### config.mk
export PLATFORM = sky130hd
export DESIGN_NAME = wbuf_top
export DESIGN_NICKNAME = d
export VERILOG_FILES = /design/src/verilog/wbuf_pkg.sv /design/src/verilog/wbuf_top.sv /design/src/verilog/wbuf_rtrn_fifo.sv /design/src/verilog/wbuf_drain.sv /design/src/verilog/wbuf_entry.sv /design/src/verilog/wbuf_alloc.sv
export SDC_FILE = /design/constraint.sdc
export NUM_CORES = 1
export LEC_CHECK = 0
export ABC_AREA = 1
export CORE_UTILIZATION = 45
export DETAILED_ROUTE_END_ITERATION = 8
export DONT_BUFFER_PORTS = 1
export MAX_ROUTING_LAYER = met4
export SETUP_SLACK_MARGIN = 0.05
export SLEW_MARGIN = 10
export SYNTH_ARGS = -nofsm -noshare
export SYNTH_HDL_FRONTEND = slang
export SYNTH_HIERARCHICAL = 1
export SYNTH_SLANG_ARGS = --single-unit
### constraint.sdc
create_clock -name clk_i -period 5.84 [get_ports clk_i]
set_input_delay 0 -clock clk_i [delete_from_list [all_inputs] [get_ports clk_i]]
set_output_delay 0 -clock clk_i [all_outputs]
set_load 0.01 [all_outputs]
### src/verilog/wbuf_pkg.sv
/* widths, request structs and byte state encoding of the coalescing write buffer
   every buffer module takes these by a wildcard import */
package wbuf_pkg;

  ////////////////////
  // widths
  ////////////////////

  // bytes in one data word
  localparam int unsigned DATA_BYTES = 8;

  // transaction id width
  // the top level MAX_TX must fit into 2**TX_ID_W ids
  localparam int unsigned TX_ID_W = 2;

  // word address without the byte offset bits
  localparam int unsigned WADDR_W = 29;

  ////////////////////
  // basic types
  ////////////////////

  typedef logic [WADDR_W-1:0]      waddr_t;
  typedef logic [DATA_BYTES*8-1:0] data_t;
  typedef logic [DATA_BYTES-1:0]   be_t;
  typedef logic [TX_ID_W-1:0]      tx_id_t;

  // state of one buffered byte
  typedef enum logic [1:0] {
    // not in use
    byte_free,
    // written and waiting to be sent
    byte_dirty,
    // sent and waiting for the memory ack
    byte_inflight,
    // sent and then written again
    byte_inflight_dirty
  } byte_state_e;

  ////////////////////
  // request structs
  ////////////////////

  // one core write with byte enables
  typedef struct packed {
    waddr_t waddr;
    data_t  data;
    be_t    be;
  } wr_req_t;

  // one outgoing memory write
  // be holds the dirty bytes that this transaction carries
  typedef struct packed {
    waddr_t waddr;
    data_t  data;
    be_t    be;
    tx_id_t id;
  } miss_req_t;

endpackage
### src/verilog/wbuf_top.sv
/* top level of the coalescing store write buffer
   core writes in at the wr_ ports, memory writes out at the miss_ ports */
module wbuf_top
  import wbuf_pkg::*;
#(
  parameter int unsigned DEPTH  = 8,
  parameter int unsigned MAX_TX = 4
) (
  input  logic      clk_i,
  input  logic      rst_ni,
  // core write port
  input  logic      wr_valid_i,
  input  wr_req_t   wr_req_i,
  output logic      wr_gnt_o,
  // memory write request
  output logic      miss_req_o,
  output miss_req_t miss_o,
  input  logic      miss_ack_i,
  // memory write ack
  input  logic      miss_rtrn_vld_i,
  input  tx_id_t    miss_rtrn_id_i,
  // no valid byte left
  output logic      empty_o
);

  // entry status
  waddr_t [DEPTH-1:0] entry_tag;
  data_t  [DEPTH-1:0] entry_data;
  logic   [DEPTH-1:0] entry_vld;
  be_t    [DEPTH-1:0] entry_sendable;

  // entry updates
  logic   [DEPTH-1:0] wr_en;
  logic   [DEPTH-1:0] send;
  be_t                send_be;
  logic   [DEPTH-1:0] retire;
  be_t                retire_be;

  // returned ids
  tx_id_t             rtrn_id;
  logic               rtrn_vld;
  logic               rtrn_pop;

  // ids must fit the id field
  if (MAX_TX > (1 << TX_ID_W)) begin : gen_tx_check
    $fatal(1, "MAX_TX does not fit into TX_ID_W bits");
  end

  assign empty_o = ~|entry_vld;

  ////////////////////
  // write side
  ////////////////////

  wbuf_alloc #(
    .DEPTH(DEPTH)
  ) i_wbuf_alloc (
    .wr_valid_i (wr_valid_i),
    .wr_req_i   (wr_req_i),
    .entry_tag_i(entry_tag),
    .entry_vld_i(entry_vld),
    .wr_gnt_o   (wr_gnt_o),
    .wr_en_o    (wr_en)
  );

  // every entry sees the same request, wr_en picks the one that stores it
  for (genvar k = 0; k < DEPTH; k++) begin : gen_entry
    wbuf_entry i_wbuf_entry (
      .clk_i      (clk_i),
      .rst_ni     (rst_ni),
      .wr_en_i    (wr_en[k]),
      .wr_req_i   (wr_req_i),
      .send_i     (send[k]),
      .send_be_i  (send_be),
      .retire_i   (retire[k]),
      .retire_be_i(retire_be),
      .tag_o      (entry_tag[k]),
      .data_o     (entry_data[k]),
      .vld_o      (entry_vld[k]),
      .sendable_o (entry_sendable[k])
    );
  end

  ////////////////////
  // drain side
  ////////////////////

  wbuf_drain #(
    .DEPTH (DEPTH),
    .MAX_TX(MAX_TX)
  ) i_wbuf_drain (
    .clk_i      (clk_i),
    .rst_ni     (rst_ni),
    .sendable_i (entry_sendable),
    .tag_i      (entry_tag),
    .data_i     (entry_data),
    .miss_req_o (miss_req_o),
    .miss_o     (miss_o),
    .miss_ack_i (miss_ack_i),
    .send_o     (send),
    .send_be_o  (send_be),
    .rtrn_vld_i (rtrn_vld),
    .rtrn_id_i  (rtrn_id),
    .rtrn_pop_o (rtrn_pop),
    .retire_o   (retire),
    .retire_be_o(retire_be)
  );

  wbuf_rtrn_fifo #(
    .MAX_TX(MAX_TX)
  ) i_wbuf_rtrn_fifo (
    .clk_i (clk_i),
    .rst_ni(rst_ni),
    .push_i(miss_rtrn_vld_i),
    .id_i  (miss_rtrn_id_i),
    .pop_i (rtrn_pop),
    .id_o  (rtrn_id),
    .vld_o (rtrn_vld)
  );

endmodule

### src/verilog/wbuf_rtrn_fifo.sv
/* registered fifo of returned transaction ids
   an id pushed in one cycle is visible at the output in the next */
module wbuf_rtrn_fifo
  import wbuf_pkg::*;
#(
  parameter int unsigned MAX_TX = 4
) (
  input  logic   clk_i,
  input  logic   rst_ni,
  // from memory
  input  logic   push_i,
  input  tx_id_t id_i,
  // to the drain
  input  logic   pop_i,
  output tx_id_t id_o,
  output logic   vld_o
);

  localparam int unsigned PTR_W = (MAX_TX > 1) ? $clog2(MAX_TX) : 1;
  localparam int unsigned CNT_W = $clog2(MAX_TX + 1);

  tx_id_t           mem_q [MAX_TX];
  logic [PTR_W-1:0] wr_ptr_q;
  logic [PTR_W-1:0] rd_ptr_q;
  logic [CNT_W-1:0] cnt_q;
  logic             full;
  logic             do_push;
  logic             do_pop;

  // wrap at MAX_TX which need not be a power of two
  function automatic logic [PTR_W-1:0] ptr_inc(logic [PTR_W-1:0] p);
    return (p == PTR_W'(MAX_TX - 1)) ? '0 : p + 1'b1;
  endfunction

  assign full    = (cnt_q == CNT_W'(MAX_TX));
  assign vld_o   = (cnt_q != '0);
  assign id_o    = mem_q[rd_ptr_q];
  assign do_push = push_i && !full;
  assign do_pop  = pop_i && vld_o;

  always_ff @(posedge clk_i or negedge rst_ni) begin : p_ptrs
    if (!rst_ni) begin
      wr_ptr_q <= '0;
      rd_ptr_q <= '0;
      cnt_q    <= '0;
    end else begin
      if (do_push) begin
        wr_ptr_q <= ptr_inc(wr_ptr_q);
      end
      if (do_pop) begin
        rd_ptr_q <= ptr_inc(rd_ptr_q);
      end
      cnt_q <= cnt_q + CNT_W'(do_push) - CNT_W'(do_pop);
    end
  end

  // id storage
  always_ff @(posedge clk_i) begin : p_mem
    if (do_push) begin
      mem_q[wr_ptr_q] <= id_i;
    end
  end

  // at most MAX_TX ids are ever outstanding
  // so a full fifo means memory returned an id twice
  no_push_full : assert property (@(posedge clk_i) disable iff (!rst_ni)
    push_i |-> !full)
  else $error("returned id pushed into a full fifo");

endmodule

### src/verilog/wbuf_drain.sv
/* drain side of the buffer, picks a sendable entry round-robin and tags it with an id
   keeps the transaction slot table and retires returned ids into the entries */
module wbuf_drain
  import wbuf_pkg::*;
#(
  parameter int unsigned DEPTH  = 8,
  parameter int unsigned MAX_TX = 4
) (
  input  logic               clk_i,
  input  logic               rst_ni,
  // entry status
  input  be_t    [DEPTH-1:0] sendable_i,
  input  waddr_t [DEPTH-1:0] tag_i,
  input  data_t  [DEPTH-1:0] data_i,
  // memory write request
  output logic               miss_req_o,
  output miss_req_t          miss_o,
  input  logic               miss_ack_i,
  // byte update on send
  output logic   [DEPTH-1:0] send_o,
  output be_t                send_be_o,
  // returned ids from the fifo
  input  logic               rtrn_vld_i,
  input  tx_id_t             rtrn_id_i,
  output logic               rtrn_pop_o,
  // byte update on retire
  output logic   [DEPTH-1:0] retire_o,
  output be_t                retire_be_o
);

  localparam int unsigned PTR_W = (DEPTH > 1) ? $clog2(DEPTH) : 1;

  typedef logic [PTR_W-1:0] ptr_t;

  // entry and sent mask of one outstanding id
  typedef struct packed {
    ptr_t ptr;
    be_t  be;
  } tx_slot_t;

  logic     [MAX_TX-1:0] tx_vld_q;
  tx_slot_t [MAX_TX-1:0] tx_slot_q;
  logic     [DEPTH-1:0]  has_dirty;
  ptr_t                  rr_q;
  ptr_t                  rr_pick;
  ptr_t                  sel_q;
  ptr_t                  sel;
  tx_id_t                id_q;
  tx_id_t                free_id;
  tx_id_t                tx_id;
  logic                  lock_q;
  logic                  free_slot;
  logic                  accept;

  ////////////////////
  // entry select
  ////////////////////

  always_comb begin : p_has_dirty
    for (int k = 0; k < DEPTH; k++) begin
      has_dirty[k] = |sendable_i[k];
    end
  end

  // search starts after the last served entry
  // loop runs backwards so the nearest candidate wins
  always_comb begin : p_rr_pick
    int unsigned idx;
    rr_pick = rr_q;
    for (int i = DEPTH; i >= 1; i--) begin
      idx = (int'(rr_q) + i) % DEPTH;
      if (has_dirty[idx]) begin
        rr_pick = ptr_t'(idx);
      end
    end
  end

  // lowest free slot becomes the id
  always_comb begin : p_free_id
    free_id = '0;
    for (int s = MAX_TX - 1; s >= 0; s--) begin
      if (!tx_vld_q[s]) begin
        free_id = tx_id_t'(s);
      end
    end
  end

  assign free_slot = ~&tx_vld_q;

  // entry and id are held while memory stalls
  // the locked entry keeps its sendable bytes and the locked slot stays free
  assign sel   = lock_q ? sel_q : rr_pick;
  assign tx_id = lock_q ? id_q : free_id;

  ////////////////////
  // request
  ////////////////////

  assign miss_req_o = (|has_dirty) && free_slot;
  assign accept     = miss_req_o && miss_ack_i;

  // mask and data follow writes that coalesce into the locked entry
  assign miss_o.waddr = tag_i[sel];
  assign miss_o.data  = data_i[sel];
  assign miss_o.be    = sendable_i[sel];
  assign miss_o.id    = tx_id;

  assign send_be_o = sendable_i[sel];

  ////////////////////
  // retire
  ////////////////////

  // no cache to update so a returned id retires at once
  assign rtrn_pop_o  = rtrn_vld_i;
  assign retire_be_o = tx_slot_q[rtrn_id_i].be;

  always_comb begin : p_onehot
    send_o   = '0;
    retire_o = '0;
    if (accept) begin
      send_o[sel] = 1'b1;
    end
    if (rtrn_vld_i) begin
      retire_o[tx_slot_q[rtrn_id_i].ptr] = 1'b1;
    end
  end

  ////////////////////
  // state
  ////////////////////

  always_ff @(posedge clk_i or negedge rst_ni) begin : p_ctrl
    if (!rst_ni) begin
      tx_vld_q <= '0;
      rr_q     <= ptr_t'(DEPTH - 1);
      sel_q    <= '0;
      id_q     <= '0;
      lock_q   <= 1'b0;
    end else begin
      lock_q <= miss_req_o && !miss_ack_i;
      sel_q  <= sel;
      id_q   <= tx_id;
      if (accept) begin
        rr_q            <= sel;
        tx_vld_q[tx_id] <= 1'b1;
      end
      if (rtrn_vld_i) begin
        tx_vld_q[rtrn_id_i] <= 1'b0;
      end
    end
  end

  always_ff @(posedge clk_i) begin : p_slot
    if (accept) begin
      tx_slot_q[tx_id] <= '{ptr: sel, be: sendable_i[sel]};
    end
  end

  // a returned id was handed out earlier and is still open
  tx_alloc_retire : assert property (@(posedge clk_i) disable iff (!rst_ni)
    accept && rtrn_vld_i |-> (tx_id != rtrn_id_i))
  else $error("same transaction slot allocated and retired in one cycle");

  tx_retire_valid : assert property (@(posedge clk_i) disable iff (!rst_ni)
    rtrn_vld_i |-> tx_vld_q[rtrn_id_i])
  else $error("retiring a transaction slot that is not outstanding");

endmodule

### src/verilog/wbuf_entry.sv
/* one buffer entry with word tag, data and a state per byte
   written by the allocator, sent and retired by the drain */
module wbuf_entry
  import wbuf_pkg::*;
(
  input  logic    clk_i,
  input  logic    rst_ni,
  // core write into this entry
  input  logic    wr_en_i,
  input  wr_req_t wr_req_i,
  // bytes leaving as a transaction
  input  logic    send_i,
  input  be_t     send_be_i,
  // bytes acknowledged by memory
  input  logic    retire_i,
  input  be_t     retire_be_i,
  // entry status
  output waddr_t  tag_o,
  output data_t   data_o,
  output logic    vld_o,
  output be_t     sendable_o
);

  waddr_t      tag_q;
  data_t       data_q;
  byte_state_e state_q [DATA_BYTES];
  byte_state_e state_d [DATA_BYTES];
  be_t         dirty_mask;
  be_t         flight_mask;
  be_t         used_mask;

  ////////////////////
  // status
  ////////////////////

  always_comb begin : p_masks
    for (int b = 0; b < DATA_BYTES; b++) begin
      dirty_mask[b]  = (state_q[b] == byte_dirty);
      flight_mask[b] = (state_q[b] == byte_inflight) ||
                       (state_q[b] == byte_inflight_dirty);
      used_mask[b]   = (state_q[b] != byte_free);
    end
  end

  assign tag_o  = tag_q;
  assign data_o = data_q;
  assign vld_o  = |used_mask;

  // nothing goes out while part of the word is in flight
  // two writes to one word could otherwise overtake each other in memory
  assign sendable_o = (|flight_mask) ? '0 : dirty_mask;

  ////////////////////
  // byte states
  ////////////////////

  // retire first, then send, then write
  // send and retire never hit the same entry in one cycle
  always_comb begin : p_next_state
    for (int b = 0; b < DATA_BYTES; b++) begin
      state_d[b] = state_q[b];
      // ack returned
      if (retire_i && retire_be_i[b]) begin
        state_d[b] = (state_q[b] == byte_inflight_dirty) ? byte_dirty : byte_free;
      end
      // handed to memory
      if (send_i && send_be_i[b]) begin
        state_d[b] = byte_inflight;
      end
      // rewritten while in flight keeps the flight marker
      if (wr_en_i && wr_req_i.be[b]) begin
        state_d[b] = ((state_d[b] == byte_inflight) ||
                      (state_d[b] == byte_inflight_dirty)) ?
                     byte_inflight_dirty : byte_dirty;
      end
    end
  end

  always_ff @(posedge clk_i or negedge rst_ni) begin : p_state
    if (!rst_ni) begin
      state_q <= '{default: byte_free};
    end else begin
      state_q <= state_d;
    end
  end

  // tag and data
  always_ff @(posedge clk_i) begin : p_payload
    if (wr_en_i) begin
      tag_q <= wr_req_i.waddr;
      for (int b = 0; b < DATA_BYTES; b++) begin
        if (wr_req_i.be[b]) begin
          data_q[b*8 +: 8] <= wr_req_i.data[b*8 +: 8];
        end
      end
    end
  end

  ////////////////////
  // checks
  ////////////////////

  // the drain only sends what this entry reported as sendable
  send_dirty_only : assert property (@(posedge clk_i) disable iff (!rst_ni)
    send_i |-> ((send_be_i & ~dirty_mask) == '0))
  else $error("entry sends a byte that is not dirty");

  // the slot table mask must still match bytes that are out
  retire_flight_only : assert property (@(posedge clk_i) disable iff (!rst_ni)
    retire_i |-> ((retire_be_i & ~flight_mask) == '0))
  else $error("entry retires a byte that is not in flight");

endmodule

### src/verilog/wbuf_alloc.sv
/* write allocation of the buffer, matches a core write against buffered words
   and picks the entry that takes it, purely combinational */
module wbuf_alloc
  import wbuf_pkg::*;
#(
  parameter int unsigned DEPTH = 8
) (
  // core write
  input  logic               wr_valid_i,
  input  wr_req_t            wr_req_i,
  // entry status
  input  waddr_t [DEPTH-1:0] entry_tag_i,
  input  logic   [DEPTH-1:0] entry_vld_i,
  // grant and entry select
  output logic               wr_gnt_o,
  output logic   [DEPTH-1:0] wr_en_o
);

  logic [DEPTH-1:0] hit;
  logic [DEPTH-1:0] free_oh;
  logic             any_hit;
  logic             any_free;

  ////////////////////
  // word match
  ////////////////////

  // only entries holding a valid byte take part in the compare
  // stale tags of free entries never match
  always_comb begin : p_match
    for (int k = 0; k < DEPTH; k++) begin
      hit[k] = entry_vld_i[k] && (entry_tag_i[k] == wr_req_i.waddr);
    end
  end

  assign any_hit = |hit;

  ////////////////////
  // free entry
  ////////////////////

  // lowest clear bit of the valid vector
  // all ones gives zero here
  assign free_oh  = ~entry_vld_i & (entry_vld_i + DEPTH'(1));
  assign any_free = |free_oh;

  ////////////////////
  // grant
  ////////////////////

  // grant does not look at wr_valid_i
  // so it is already high when the core raises a request
  assign wr_gnt_o = any_hit || any_free;

  // coalesce into the matching word first
  // a new word only when nothing matches
  always_comb begin : p_wr_en
    wr_en_o = '0;
    if (wr_valid_i) begin
      wr_en_o = any_hit ? hit : free_oh;
    end
  end

  // a word lives in one entry only
  // relies on the entries never taking a second copy of a buffered word
  always_comb begin : p_hit_check
    if (wr_valid_i) begin
      assert final ($onehot0(hit))
      else $error("write address matches more than one buffer entry");
    end
  end

endmodule

==> results.cfg <==
[status]
outcome = complete, but fails checks
violations = negative hold slack

[floorplan]
die_h_um = 325
die_area_um2 = 105000
die_w_um = 325
ios = 214
start_util_pct = 45.7
fp.coreArea_um2 = 102000
rows = 117

[setup_path]
critPathRequiredTime_ps = 5840
r2r_setup_slack_ps = 1030
crit_start = gen_entry[2].i_wbuf_entry/state_q[11]
cp_cell_sequence = nor2_2 -> nand2_4 -> nor3_2 -> nor2_1 -> nand2_1 -> nor2_1 -> nand2_1 -> nand3_1 -> nand3_1 -> nand2_1 -> nand2_1 -> nand3b_1 -> nand2_1 -> nand2_1 -> nand2_1 -> nand2_1 -> nand2_1 -> nand2_1 -> nand2_4 -> inv_4 -> buf_4 -> nand3_1 -> nand3_1 -> nand2_1
r2r_start = gen_entry[2].i_wbuf_entry/state_q[11]
start_kind = register
worstPathArrival_ps = 5300
cpMaxStageDelayCell = buf_4
crit_fanout = 59
critPathCaptureType = primary output
r2r_cells = 25
crit_top_cell = nand2_1
critical_path_class = reg -> out
slowest_delay_ps = 900
timing.rr.end = gen_entry[1].i_wbuf_entry/state_q[2]

[clock_tree]
htree_levels = 3
clock-sinks = 944
numCtsBuffers = 103
clock_path_buffers = 3
cts_tree = done
clk_latency_ps = 700
post_cts_resized = 0
clk_pin_slew_ps = 60
ctsRootBufferMaster = clkbuf_16

[placement]
dp_hpwl_um = 99100
io_buffer_count = 0
gp_congestion = 1.00

[synth]
synth-simple-area-share_pct = 29.4
synth_top_area_share_pct = 51.1
yosysTopAreaCell = edfxtp_1
synth-xor-area-share_pct = 1.55
synthCells = 5237
yosysWarningCount = 6
yosys.cell_count.top_type = nand2_1
async_reset_ff_share_pct = 15.7
synth_mux_area_share_pct = 0
dominantRegCellSynth = edfxtp_1
yosysSeqAreaShare_pct = 59.0
synth-edff-count = 796
syn_nets = 5355
synth_area_leaders = edfxtp_1 51%, nand2_1 16%, dfrtp_1 7.8%
synthesis.area_um2 = 46800
avgSynthCellArea_um2 = 8.94
ys_seq_elements = 944
synthAdderAreaFrac_pct = 0.283
synth_cell_types = 43
ys_top_cells_by_count = 1991 x nand2_1, 796 x edfxtp_1, 706 x nand3_1, 545 x inv_1, 283 x nor2_1
synth_compound_area_share_pct = 2.27
synth_top_family_by_area = simple AND/OR/NAND/NOR gates

[timing]
fmax_mhz = 189
skew_ps = 34.0
maxSlewViolCount = 0
hold_viol = 10
period_needed_ps = 5300
rsz0062_at_grt = no
setup_viol = 0
min_period_over_period_pct = 90.8
hold_ws_ps = -42.5
fin_tns_setup_ps = 0
tightest_slew_ps = 1170
relSlewSlack_pct = 22.0

[cells_and_area]
final_nets = 5360
drive_above_1_share_pct = 6.91
area_delta_synth_final_pct = 11.3
nFillCells = 9561

[global_route]
grt_max_degree = 175
grt_pass1_wl_um = 227000
antenna_found_initial = 11
grt_pass1_vias = 34500
grtUsageTotal_pct = 29.6
gr-total-overflow = 0

[drt]
wire_per_inst_um = 22.8
wirelength_um = 153000
vias_per_cell = 5.48
drc = 0
vias = 36700
first_pass_iters = 6
ant_nets = 0
drtIter0Drc = 4554

[min_path]
hp-class = in -> async

[run]
maxCapViolations = 0
## sequential cells by signal, summed over array words and instances (netlist names)
register and cells:
gen_entry.i_wbuf_entry/data_o 512, gen_entry.i_wbuf_entry/tag_o 232, gen_entry.i_wbuf_entry/state_q 128, i_wbuf_drain/tx_slot_q 44, i_wbuf_rtrn_fifo/mem_q 8, i_wbuf_drain/tx_vld_q 4, i_wbuf_drain/rr_q 3, i_wbuf_drain/sel_q 3
i_wbuf_rtrn_fifo/cnt_q 3, i_wbuf_drain/id_q 2, i_wbuf_rtrn_fifo/rd_ptr_q 2, i_wbuf_rtrn_fifo/wr_ptr_q 2, i_wbuf_drain/lock_q 1
## worst max path at each step
| stage | end | slack [ps] | depth (start not counted) |
|---|---|---|---|
| 2_1_floorplan | gen_entry[6].i_wbuf_entry/data_o[10] | 1790 | 18 |
| 3_3_place_gp | gen_entry[5].i_wbuf_entry/state_q[14] | 1070 | 21 |
| 3_5_place_dp | gen_entry[1].i_wbuf_entry/state_q[2] | 1160 | 23 |
| 4_1_cts | miss_o[73] | 550 | 20 |
| 5_1_grt | miss_o[90] | 250 | 18 |
| 6_report | miss_o[99] | 540 | 24 |
## through the flow
stage                     hold slack, ps  util [%]  area [µm²]  instances  setup WS [ps]
after floorplan                     -296         -       46800       5237           1790
after global placement              -291      46.6       47700       6394           1070
after detailed placement            -284      46.6       47700       6394           1160
after CTS                           17.4      50.8       52100       6696            546
after global routing                42.5      50.8       52100       6703            246
final                              -42.5      50.8       52100       6704            539
## worst max-delay path: cells and delay by family, from the launching register on
kind,cells,cell delay [ps]
buf+inv,2,1330
flops,1,400
simple gates,22,2770
## per-layer routing
metal	track usage (%)	part of all wire, %	vias to the layer above	wire (µm)
met3	5.12	9.1	247	14000
met2	45.7	46	1727	70900
li1	-	-	17000	-
met5	-	0	-	0
met4	8.47	2.8	0	4330
met1	40.0	42	17700	63800
## placed cells by master, fill, tap and decap left out, types with 7 or more instances in the layout
cell type | Yosys | routed
o21ai_0 | 88 | 88
clkbuf_1 | 52 | 30
buf_4 | 46 | 39
clkinv_1 | 1 | 28
nand2_4 | 17 | 20
nand3b_1 | 23 | 23
o21ai_1 | 16 | 16
a21oi_1 | 31 | 25
nand3_2 | 9 | 9
inv_2 | 30 | 29
nor3_2 | 64 | 66
nand4_1 | 33 | 33
inv_1 | 545 | 545
a22o_1 | 16 | 16
buf_12 | 0 | 7
clkinv_2 | 0 | 11
dlygate4sd3_1 | 0 | 110
nand3_1 | 706 | 705
nand2_1 | 1991 | 1989
nor2_2 | 39 | 37
diode_2 | 0 | 8
dfrtp_1 | 145 | 145
edfxtp_1 | 796 | 796
xnor2_1 | 77 | 77
nand2_2 | 8 | 7
nor2_1 | 283 | 281
a22oi_1 | 18 | 18
bufinv_16 | 0 | 7
ha_1 | 9 | 9
clkbuf_16 | 0 | 105
## cells by family after synthesis
| logic type | count (synthesis) |
|---|---|
| adders and majority gates | 10 |
| buffers and inverters | 833 |
| AOI/OAI and AO/OA | 183 |
| DFF | 944 |
| xor gates and xnor gates | 83 |
| and+or+nand+nor | 3184 |
## final cells by class
cell class / instances / area (µm²) / area share, %
clock buffers: 138 / 2780 / 5.34
well taps: 1368 / 1710 / 3.29
flip-flops and latches: 944 / 27600 / 53.0
inverters: 576 / 2160 / 4.15
repair buffers: 157 / 1560 / 3.00
multi-input cells: 3460 / 15800 / 30.3
clock inverters: 53 / 443 / 0.850
diodes: 8 / 20.0 / 0.0384
## repair_timing
action,4_1_cts,5_1_grt
endpoints found under the hold margin,1441,0
setup buffers,0,0
hold buffers,111,0
Power is left out: the tool's default activity adds up to more than one toggle a clock period on the data nets, which glitch-free logic cannot reach.
